`config.mk`:
```
export PLATFORM = sky130hd
export DESIGN_NAME = alu_top
export DESIGN_NICKNAME = d
export VERILOG_FILES = /design/src/alu_types_pkg.sv /design/src/muldiv_pkg.sv /design/src/muldiv_if.sv /design/src/alu_core.sv /design/src/iterative_multiplier.sv /design/src/iterative_divider.sv /design/src/hilo_unit.sv /design/src/alu_top.sv
export VERILOG_INCLUDE_DIRS = /design/src
export SDC_FILE = /design/constraint.sdc
export NUM_CORES = 2
export LEC_CHECK = 0
export ABC_CLOCK_PERIOD_IN_PS = 5600
export BUFFER_PORTS_ARGS = -buffer_cell sky130_fd_sc_hd__buf_2
export CORE_MARGIN = 2
export CORE_UTILIZATION = 35
export CTS_BUF_LIST = sky130_fd_sc_hd__clkbuf_2
export CTS_CLUSTER_DIAMETER = 30
export DETAILED_ROUTE_END_ITERATION = 10
export SYNTH_ARGS = -nofsm -noshare
export SYNTH_HDL_FRONTEND = slang
export SYNTH_HIERARCHICAL = 1
export SYNTH_SLANG_ARGS = --single-unit
```
`constraint.sdc`:
```
create_clock -name clk -period 5.6 [get_ports clk]
set_clock_uncertainty 0.2 [all_clocks]
set_input_delay 0 -clock clk [delete_from_list [all_inputs] [get_ports clk]]
set_output_delay 0 -clock clk [all_outputs]
set_load 0.03 [all_outputs]
```
`src/alu_settings.svh`:
```
// ALU build settings
`ifndef ALU_SETTINGS_SVH
`define ALU_SETTINGS_SVH

// Data word width
`define ALU_WIDTH 32

// Opcode field width
`define ALU_OP_WIDTH 6

// Iterations of the multiplier and the divider
`define ALU_MULDIV_CYCLES 32

`endif

```
`src/alu_types_pkg.sv`:
```
// ALU data and opcode types
`default_nettype none
`include "alu_settings.svh"

package alu_types_pkg;

	typedef logic [`ALU_WIDTH-1:0] word_t;
	typedef logic [$clog2(`ALU_WIDTH)-1:0] shamt_t; // Shift amount taken from operand_a

	typedef enum logic [`ALU_OP_WIDTH-1:0] {
		SLL    = 6'b000000,
		SRL    = 6'b000010,
		SRA    = 6'b000011,
		SLLV   = 6'b000100,
		SRLV   = 6'b000110,
		SRAV   = 6'b000111,
		JR     = 6'b001000,
		JALR   = 6'b001001,
		MFHI   = 6'b010000,
		MTHI   = 6'b010001,
		MFLO   = 6'b010010,
		MTLO   = 6'b010011,
		MULT   = 6'b011000,
		MULTU  = 6'b011001,
		DIV    = 6'b011010,
		DIVU   = 6'b011011,
		ADD    = 6'b100000,
		ADDU   = 6'b100001,
		SUB    = 6'b100010,
		SUBU   = 6'b100011,
		AND    = 6'b100100,
		OR     = 6'b100101,
		XOR    = 6'b100110,
		NOR    = 6'b100111,
		SLT    = 6'b101010,
		SLTU   = 6'b101011,
		LUI    = 6'b101100,
		PASS_A = 6'b111110, // Operand a flows through unchanged
		PASS_B = 6'b111111  // Operand b flows through unchanged
	} alu_op_e;

endpackage

`default_nettype wire

```
`src/muldiv_pkg.sv`:
```
// Long operation control types
`default_nettype none

package muldiv_pkg;

	// Sequencer state shared by multiplier and divider
	typedef enum logic {
		IDLE = 1'b0,
		RUN  = 1'b1
	} muldiv_state_e;

	// Which writer owns the next HI/LO update
	typedef enum logic [1:0] {
		NONE = 2'b00,
		MULT = 2'b01,
		DIV  = 2'b10,
		MOVE = 2'b11
	} hilo_src_e;

endpackage

`default_nettype wire

```
`src/muldiv_if.sv`:
```
// Long operation bus
`timescale 1ns/1ps
`default_nettype none

interface muldiv_if;

	logic                 start;     // One-cycle pulse while busy is low
	logic                 is_signed;
	alu_types_pkg::word_t operand_a;
	alu_types_pkg::word_t operand_b;
	logic                 busy;
	logic                 done;      // Last busy cycle, hi and lo valid
	alu_types_pkg::word_t hi;
	alu_types_pkg::word_t lo;

	modport issuer (
		output start, is_signed, operand_a, operand_b,
		input  busy, done, hi, lo
	);

	modport unit (
		input  start, is_signed, operand_a, operand_b,
		output busy, done, hi, lo
	);

	modport monitor (
		input start, is_signed, operand_a, operand_b, busy, done, hi, lo
	);

endinterface

`default_nettype wire

```
`src/alu_core.sv`:
```
// Single-cycle ALU
`timescale 1ns/1ps
`default_nettype none
`include "alu_settings.svh"

module alu_core (
	input  alu_types_pkg::alu_op_e op,
	input  alu_types_pkg::word_t   operand_a,
	input  alu_types_pkg::word_t   operand_b,
	input  alu_types_pkg::word_t   hi_value,
	input  alu_types_pkg::word_t   lo_value,
	output alu_types_pkg::word_t   result
);

	alu_types_pkg::shamt_t shamt;
	alu_types_pkg::word_t  sum;
	alu_types_pkg::word_t  diff;

	// Variable shifts use the same low bits as the fixed ones
	assign shamt = operand_a[$bits(alu_types_pkg::shamt_t)-1:0];

	// Overflow is not trapped, signed and unsigned forms share one adder
	assign sum  = operand_a + operand_b;
	assign diff = operand_a - operand_b;

	always_comb begin
		result = '0; // Long ops, moves to HI/LO and unknown codes
		case (op)
			alu_types_pkg::SLL,
			alu_types_pkg::SLLV: begin
				result = operand_b << shamt;
			end
			alu_types_pkg::SRL,
			alu_types_pkg::SRLV: begin
				result = operand_b >> shamt;
			end
			alu_types_pkg::SRA,
			alu_types_pkg::SRAV: begin
				result = $signed(operand_b) >>> shamt; // Sign fill
			end
			alu_types_pkg::JR,
			alu_types_pkg::JALR,
			alu_types_pkg::PASS_B: begin
				result = operand_b;
			end
			alu_types_pkg::PASS_A: begin
				result = operand_a;
			end
			alu_types_pkg::MFHI: begin
				result = hi_value;
			end
			alu_types_pkg::MFLO: begin
				result = lo_value;
			end
			alu_types_pkg::ADD,
			alu_types_pkg::ADDU: begin
				result = sum;
			end
			alu_types_pkg::SUB,
			alu_types_pkg::SUBU: begin
				result = diff;
			end
			alu_types_pkg::AND: result = operand_a & operand_b;
			alu_types_pkg::OR:  result = operand_a | operand_b;
			alu_types_pkg::XOR: result = operand_a ^ operand_b;
			alu_types_pkg::NOR: result = ~(operand_a | operand_b);
			alu_types_pkg::SLT: begin
				result = {{(`ALU_WIDTH-1){1'b0}}, ($signed(operand_a) < $signed(operand_b))};
			end
			alu_types_pkg::SLTU: begin
				result = {{(`ALU_WIDTH-1){1'b0}}, (operand_a < operand_b)};
			end
			alu_types_pkg::LUI: begin
				result = operand_b << (`ALU_WIDTH / 2); // Immediate into upper half
			end
			default: begin
				result = '0;
			end
		endcase
	end

endmodule

`default_nettype wire

```
`src/iterative_multiplier.sv`:
```
// Shift-add multiplier
`timescale 1ns/1ps
`default_nettype none
`include "alu_settings.svh"

module iterative_multiplier (
	input wire   clk,
	input wire   arst_n,
	muldiv_if.unit bus
);

	localparam int PROD_W = 2 * `ALU_WIDTH;
	localparam int CNT_W  = $clog2(`ALU_MULDIV_CYCLES);
	localparam logic [CNT_W-1:0] LAST_STEP = CNT_W'(`ALU_MULDIV_CYCLES - 1);

	muldiv_pkg::muldiv_state_e state;
	logic [CNT_W-1:0]          count;
	logic [PROD_W-1:0]         mcand;    // Multiplicand magnitude, moves left each step
	alu_types_pkg::word_t      mplier;   // Multiplier magnitude, moves right each step
	logic [PROD_W-1:0]         acc;
	logic                      negate;   // Product sign
	logic [PROD_W-1:0]         acc_next;
	logic [PROD_W-1:0]         product;

	assign acc_next = mplier[0] ? acc + mcand : acc;
	// Last step is folded in combinationally so done and the result share a cycle
	assign product  = negate ? -acc_next : acc_next;

	always_ff @(posedge clk or negedge arst_n) begin
		if (!arst_n) begin
			state <= muldiv_pkg::IDLE;
			count <= '0;
		end else if (state == muldiv_pkg::IDLE) begin
			if (bus.start) begin
				state <= muldiv_pkg::RUN;
				count <= '0;
			end
		end else begin
			count <= count + 1'b1;
			if (count == LAST_STEP)
				state <= muldiv_pkg::IDLE;
		end
	end

	always_ff @(posedge clk) begin
		if (state == muldiv_pkg::IDLE) begin
			acc    <= '0;
			negate <= bus.is_signed && (bus.operand_a[`ALU_WIDTH-1] ^ bus.operand_b[`ALU_WIDTH-1]);
			mcand  <= {{`ALU_WIDTH{1'b0}},
				(bus.is_signed && bus.operand_a[`ALU_WIDTH-1]) ? -bus.operand_a : bus.operand_a};
			mplier <= (bus.is_signed && bus.operand_b[`ALU_WIDTH-1]) ? -bus.operand_b
				: bus.operand_b;
		end else begin
			acc    <= acc_next;
			mcand  <= mcand << 1;
			mplier <= mplier >> 1;
		end
	end

	assign bus.busy = (state == muldiv_pkg::RUN);
	assign bus.done = (state == muldiv_pkg::RUN) && (count == LAST_STEP);
	assign bus.hi   = product[PROD_W-1:`ALU_WIDTH];
	assign bus.lo   = product[`ALU_WIDTH-1:0];

endmodule

`default_nettype wire

```
`src/iterative_divider.sv`:
```
// Restoring divider
`timescale 1ns/1ps
`default_nettype none
`include "alu_settings.svh"

module iterative_divider (
	input wire   clk,
	input wire   arst_n,
	muldiv_if.unit bus
);

	localparam int CNT_W = $clog2(`ALU_MULDIV_CYCLES);
	localparam logic [CNT_W-1:0] LAST_STEP = CNT_W'(`ALU_MULDIV_CYCLES - 1);

	muldiv_pkg::muldiv_state_e state;
	logic [CNT_W-1:0]          count;
	alu_types_pkg::word_t      rem;       // Partial remainder
	alu_types_pkg::word_t      quo;       // Dividend bits out, quotient bits in
	alu_types_pkg::word_t      divisor;   // Divisor magnitude
	logic                      neg_quo;
	logic                      neg_rem;   // Remainder follows the dividend sign
	logic                      div_zero;
	logic [`ALU_WIDTH:0]       shifted;
	logic [`ALU_WIDTH:0]       trial;
	logic                      fits;
	alu_types_pkg::word_t      rem_next;
	alu_types_pkg::word_t      quo_next;

	assign shifted  = {rem, quo[`ALU_WIDTH-1]};
	assign trial    = shifted - {1'b0, divisor};
	assign fits     = !trial[`ALU_WIDTH]; // No borrow, keep the subtraction
	assign rem_next = fits ? trial[`ALU_WIDTH-1:0] : shifted[`ALU_WIDTH-1:0];
	assign quo_next = {quo[`ALU_WIDTH-2:0], fits};

	always_ff @(posedge clk or negedge arst_n) begin
		if (!arst_n) begin
			state <= muldiv_pkg::IDLE;
			count <= '0;
		end else if (state == muldiv_pkg::IDLE) begin
			if (bus.start) begin
				state <= muldiv_pkg::RUN;
				count <= '0;
			end
		end else begin
			count <= count + 1'b1;
			if (count == LAST_STEP)
				state <= muldiv_pkg::IDLE;
		end
	end

	always_ff @(posedge clk) begin
		if (state == muldiv_pkg::IDLE) begin
			rem      <= '0;
			quo      <= (bus.is_signed && bus.operand_a[`ALU_WIDTH-1]) ? -bus.operand_a
				: bus.operand_a;
			divisor  <= (bus.is_signed && bus.operand_b[`ALU_WIDTH-1]) ? -bus.operand_b
				: bus.operand_b;
			neg_quo  <= bus.is_signed && (bus.operand_a[`ALU_WIDTH-1] ^ bus.operand_b[`ALU_WIDTH-1]);
			neg_rem  <= bus.is_signed && bus.operand_a[`ALU_WIDTH-1];
			div_zero <= (bus.operand_b == '0);
		end else begin
			rem <= rem_next;
			quo <= quo_next;
		end
	end

	assign bus.busy = (state == muldiv_pkg::RUN);
	assign bus.done = (state == muldiv_pkg::RUN) && (count == LAST_STEP);
	// Zero divisor leaves the dividend magnitude as remainder, sign restores it
	assign bus.lo   = div_zero ? '1 : (neg_quo ? -quo_next : quo_next);
	assign bus.hi   = neg_rem ? -rem_next : rem_next;

endmodule

`default_nettype wire

```
`src/hilo_unit.sv`:
```
// HI/LO registers and long-op issue
`timescale 1ns/1ps
`default_nettype none

module hilo_unit (
	input  wire                           clk,
	input  wire                           arst_n,
	input  wire                           issue,
	input  alu_types_pkg::alu_op_e        op,
	input  alu_types_pkg::word_t          operand_a,
	input  alu_types_pkg::word_t          operand_b,
	muldiv_if.issuer                      mul_bus,
	muldiv_if.issuer                      div_bus,
	output alu_types_pkg::word_t          hi,
	output alu_types_pkg::word_t          lo,
	output logic                          stall
);

	logic                  accept;
	logic                  is_move;
	muldiv_pkg::hilo_src_e pend_src; // Unit that was started last
	muldiv_pkg::hilo_src_e wr_src;

	assign stall   = mul_bus.busy | div_bus.busy;
	assign accept  = issue && !stall;
	assign is_move = (op == alu_types_pkg::MTHI) || (op == alu_types_pkg::MTLO);

	assign mul_bus.start     = accept && (op == alu_types_pkg::MULT || op == alu_types_pkg::MULTU);
	assign mul_bus.is_signed = (op == alu_types_pkg::MULT);
	assign mul_bus.operand_a = operand_a;
	assign mul_bus.operand_b = operand_b;
	assign div_bus.start     = accept && (op == alu_types_pkg::DIV || op == alu_types_pkg::DIVU);
	assign div_bus.is_signed = (op == alu_types_pkg::DIV);
	assign div_bus.operand_a = operand_a;
	assign div_bus.operand_b = operand_b;

	// Only the started unit may write, a stray done from the idle unit is dropped
	always_comb begin
		wr_src = muldiv_pkg::NONE;
		if (accept && is_move)
			wr_src = muldiv_pkg::MOVE;
		else if (pend_src == muldiv_pkg::MULT && mul_bus.done)
			wr_src = muldiv_pkg::MULT;
		else if (pend_src == muldiv_pkg::DIV && div_bus.done)
			wr_src = muldiv_pkg::DIV;
	end

	always_ff @(posedge clk or negedge arst_n) begin
		if (!arst_n) begin
			pend_src <= muldiv_pkg::NONE;
			hi       <= '0;
			lo       <= '0;
		end else begin
			if (mul_bus.start)
				pend_src <= muldiv_pkg::MULT;
			else if (div_bus.start)
				pend_src <= muldiv_pkg::DIV;
			else if (wr_src == muldiv_pkg::MULT || wr_src == muldiv_pkg::DIV)
				pend_src <= muldiv_pkg::NONE;

			case (wr_src)
				muldiv_pkg::MULT: begin
					hi <= mul_bus.hi;
					lo <= mul_bus.lo;
				end
				muldiv_pkg::DIV: begin
					hi <= div_bus.hi; // Remainder
					lo <= div_bus.lo; // Quotient
				end
				muldiv_pkg::MOVE: begin
					if (op == alu_types_pkg::MTHI)
						hi <= operand_a;
					else
						lo <= operand_a;
				end
				default: begin
				end
			endcase
		end
	end

endmodule

`default_nettype wire

```
`src/alu_top.sv`:
```
// Execute stage arithmetic top
`timescale 1ns/1ps
`default_nettype none

module alu_top (
	input  wire                    clk,
	input  wire                    arst_n,
	input  wire                    issue,
	input  alu_types_pkg::alu_op_e op,
	input  alu_types_pkg::word_t   operand_a,
	input  alu_types_pkg::word_t   operand_b,
	output alu_types_pkg::word_t   result,
	output alu_types_pkg::word_t   hi,
	output alu_types_pkg::word_t   lo,
	output logic                   stall
);

	muldiv_if mul_bus ();
	muldiv_if div_bus ();

	alu_core u_alu_core (
		.op        (op),
		.operand_a (operand_a),
		.operand_b (operand_b),
		.hi_value  (hi),
		.lo_value  (lo),
		.result    (result)
	);

	iterative_multiplier u_multiplier (
		.clk    (clk),
		.arst_n (arst_n),
		.bus    (mul_bus.unit)
	);

	iterative_divider u_divider (
		.clk    (clk),
		.arst_n (arst_n),
		.bus    (div_bus.unit)
	);

	hilo_unit u_hilo (
		.clk       (clk),
		.arst_n    (arst_n),
		.issue     (issue),
		.op        (op),
		.operand_a (operand_a),
		.operand_b (operand_b),
		.mul_bus   (mul_bus.issuer),
		.div_bus   (div_bus.issuer),
		.hi        (hi),
		.lo        (lo),
		.stall     (stall)
	);

endmodule

`default_nettype wire

```
==> impl_metrics.env <==
export IMPL_hold_viol=0
export IMPL_synthMuxAreaShare=0.0577
export IMPL_slew_headroom=0.0706
export IMPL_yosysUniqueCellTypes=132
export IMPL_required_ns=6.53
export IMPL_worstSkewPairLatency_ns=1.25
export IMPL_fin_area_mm2=0.0411
export IMPL_grt_max_degree=108
export IMPL_grt_pass1_wl_um=243000
export IMPL_synth_top_family_by_area="compound AO/OA/AOI/OAI gates"
export IMPL_core_area_mm2=0.104
export IMPL_htreeDepth=3
export IMPL_holdCritPathClass="input port to asynchronous set/reset pin"
export IMPL_startpoint_type="input port"
export IMPL_fp_dieArea_mm2=0.107
export IMPL_grt_setup_unrepaired="no"
export IMPL_netlist_area_mm2=0.0366
export IMPL_die_height_um=327
export IMPL_crit_arrival_ns=6.57
export IMPL_path_class="input port to flop"
export IMPL_worst_pin_slew_ns=1.39
export IMPL_powerDensity_mw_per_mm2=240
export IMPL_hpwlAfterDp_um=119000
export IMPL_io_pins=170
export IMPL_fin_tns_setup_ns=-0.0326
export IMPL_drt_total_wl_um=167000
export IMPL_synth_seq_cells=338
export IMPL_synth_edff_count=36
export IMPL_cts_sinks=338
export IMPL_yosys_area_share_simple=0.205
export IMPL_fin_nets=5284
export IMPL_dr_pass1_iters=9
export IMPL_syn_inst=4832
export IMPL_postSynth_asyncResetShare=0.231
export IMPL_yosysTopAreaCell="dfxtp_1"
export IMPL_ys_seq_area_frac=0.205
export IMPL_ir_worst_vdd_v=0.000298
export IMPL_fmax_ghz=0.178
export IMPL_drive_gt1_frac=0.120
export IMPL_maxCapViolations=0
export IMPL_synth_ff_type="dfxtp_1"
export IMPL_antenna_found_initial=12
export IMPL_flow_area_growth_from_synthesis_pct=12.2
export IMPL_outcome="complete, but fails checks"
export IMPL_synth_area_leaders="dfxtp_1 12%, ha_1 7.2%, dfrtp_1 5.3%"
export IMPL_slew_viol_final=0
export IMPL_initial_core_util=0.353
export IMPL_path_clk_slew_ns=0.11
export IMPL_synth_fa_ha_area_frac=0.0739
export IMPL_antenna_left=0
export IMPL_drc=0
export IMPL_vias=39700
export IMPL_synth_compound_area_frac=0.291
export IMPL_ys_warn_count=6
export IMPL_synth_common_cells="474 x nand2_1, 394 x nor2_1, 390 x o21ai_0"
export IMPL_synth_nets=5119
export IMPL_grt_overflow=0
export IMPL_drtIter0Drc=5557
export IMPL_cts_buffers=106
export IMPL_setup_viol=1
export IMPL_avgSynthCellArea_um2=7.58
export IMPL_wire_per_inst_um=25.8
export IMPL_fp_row_count=118
export IMPL_crit_fanout=17
export IMPL_p_leak_nw=16.8
export IMPL_layout_setup_ws_ns=-0.0326
export IMPL_fin_crit_ns=5.63
export IMPL_avgViaCountPerCell=6.14
export IMPL_crit_path_end_kind="flop"
export IMPL_dpl_cell_area_mm2=0.0376
export IMPL_grt_use_total=0.298
export IMPL_yosysMostFrequentCell="nand2_1"
export IMPL_cts_root_buf="clkbuf_2"
export IMPL_violations="negative setup slack"
export IMPL_dieWidth_um=327
export IMPL_tritoncts="yes"
export IMPL_portBuffers=169
export IMPL_synth_top_area_frac=0.122
export IMPL_cts_setup_buffers=0
export IMPL_clk_path_buf_depth=3
export IMPL_first_global_vias=36800
export IMPL_post_route_period_util=1.01
export IMPL_gp_congestion=1.02
export IMPL_synth_xor_area_frac=0.0837
worst max-delay path: stages:
cell and delay [ns]:
dlygate4sd3_1 0.54, buf_2 0.20, dlygate4sd3_1 0.67, nor3b_4 0.32, dlygate4sd3_1 0.60, dlygate4sd3_1 0.66
nand2_1 0.10, nor3_1 0.86, nand2_1 0.14, buf_4 0.25, inv_1 0.53, o31ai_1 0.19
xor2_1 0.18, dlygate4sd3_1 0.59, o21ai_0 0.16, dlygate4sd3_1 0.57
routing by layer:
metal	track usage	vias to the layer above	part of all wire
met5	0	-	0
met4	0.166	0	0.061
met3	0.0670	500	0.11
met2	0.442	2464	0.42
met1	0.398	18900	0.41
li1	-	17900	-
path summary, 6_finish.rpt:
kind	cells after the start	from	end	slack, ns
min in group clk	5	operand_a[31]	u_multiplier/mcand[1]	0.17
max reg2reg	9	u_multiplier/bus.busy	u_hilo/hi[13]	0.27
min	5	arst_n	u_hilo/lo[4]	0.14
min reg2reg	2	u_divider/quo[20]	u_divider/quo[21]	0.20
max in group asynchronous	6	arst_n	u_multiplier/bus.busy	3.94
max	16	op[5]	u_divider/quo[28]	-0.03
sequential cells by signal (all words and copies together) (netlist names):
name / cells
u_multiplier/acc: 64
u_multiplier/mcand: 64
u_divider/divisor: 32
u_divider/quo: 32
u_divider/rem: 32
u_hilo/hi: 32
u_hilo/lo: 32
u_multiplier/mplier: 32
u_divider/count: 5
u_multiplier/count: 5
u_hilo/pend_src: 2
u_divider/bus.busy: 1
u_divider/div_zero: 1
u_divider/neg_quo: 1
u_divider/neg_rem: 1
u_multiplier/bus.busy: 1
u_multiplier/negate: 1
metrics by stage:
step	setup slack [ns]	cells	utilization	hold slack, ns	power [mW]
floorplan	0.841	4832	-	-0.496	5.97
global placement	0.708	6027	0.362	-0.210	7.36
detailed placement	0.623	6027	0.362	-0.210	7.37
CTS	0.0947	6465	0.396	0.00108	9.74
global route	0.00683	6466	0.396	0.118	10.3
finish	-0.0326	6471	0.397	0.137	9.85
area by class of cell:
type / instances / area (um^2)
clock inverter: 54 / 349
timing repair buffer: 492 / 3930
inverter: 197 / 739
multi-input combinational: 3862 / 26100
antenna: 7 / 17.5
clock buffer: 141 / 706
fill: 11000 / 62500
sequential: 338 / 7530
tap: 1380 / 1730
repair_timing:
action	CTS	global route
gates resized for setup	0	5
hold buffers	243	0
setup endpoints to repair	0	9
hold endpoints to repair	288	0
power breakdown:
group	leakage (nW)	internal [mW]	switching [mW]
Clock	0.773	0.904	1.27
Sequential	3.15	2.80	0.606
Combinational	12.9	1.50	2.77
placed cells by master, fill, tap and decap left out, types with 95 or more instances in the layout:
cell type | netlist | routed
buf_2 | 70 | 165
ha_1 | 210 | 209
xnor2_1 | 180 | 180
a22oi_1 | 95 | 95
nor3_1 | 111 | 108
o21ai_0 | 390 | 390
dlygate4sd3_1 | 0 | 239
o21ai_1 | 98 | 98
mux2i_1 | 131 | 131
a21oi_1 | 359 | 359
clkbuf_2 | 2 | 141
nand2_1 | 474 | 474
nor2_1 | 394 | 392
xor2_1 | 170 | 170
inv_1 | 186 | 185
dfxtp_1 | 224 | 223
cells by family after synthesis:
kind of cell	count (synthesis)
adders and majority gates	214
and+or+nand+nor	1529
buffers and inverters	632
muxes	178
xor gates and xnor gates	350
DFF	338
AOI/OAI and AO/OA	1591
No activity file was read; power rests on OpenSTA's default activity.
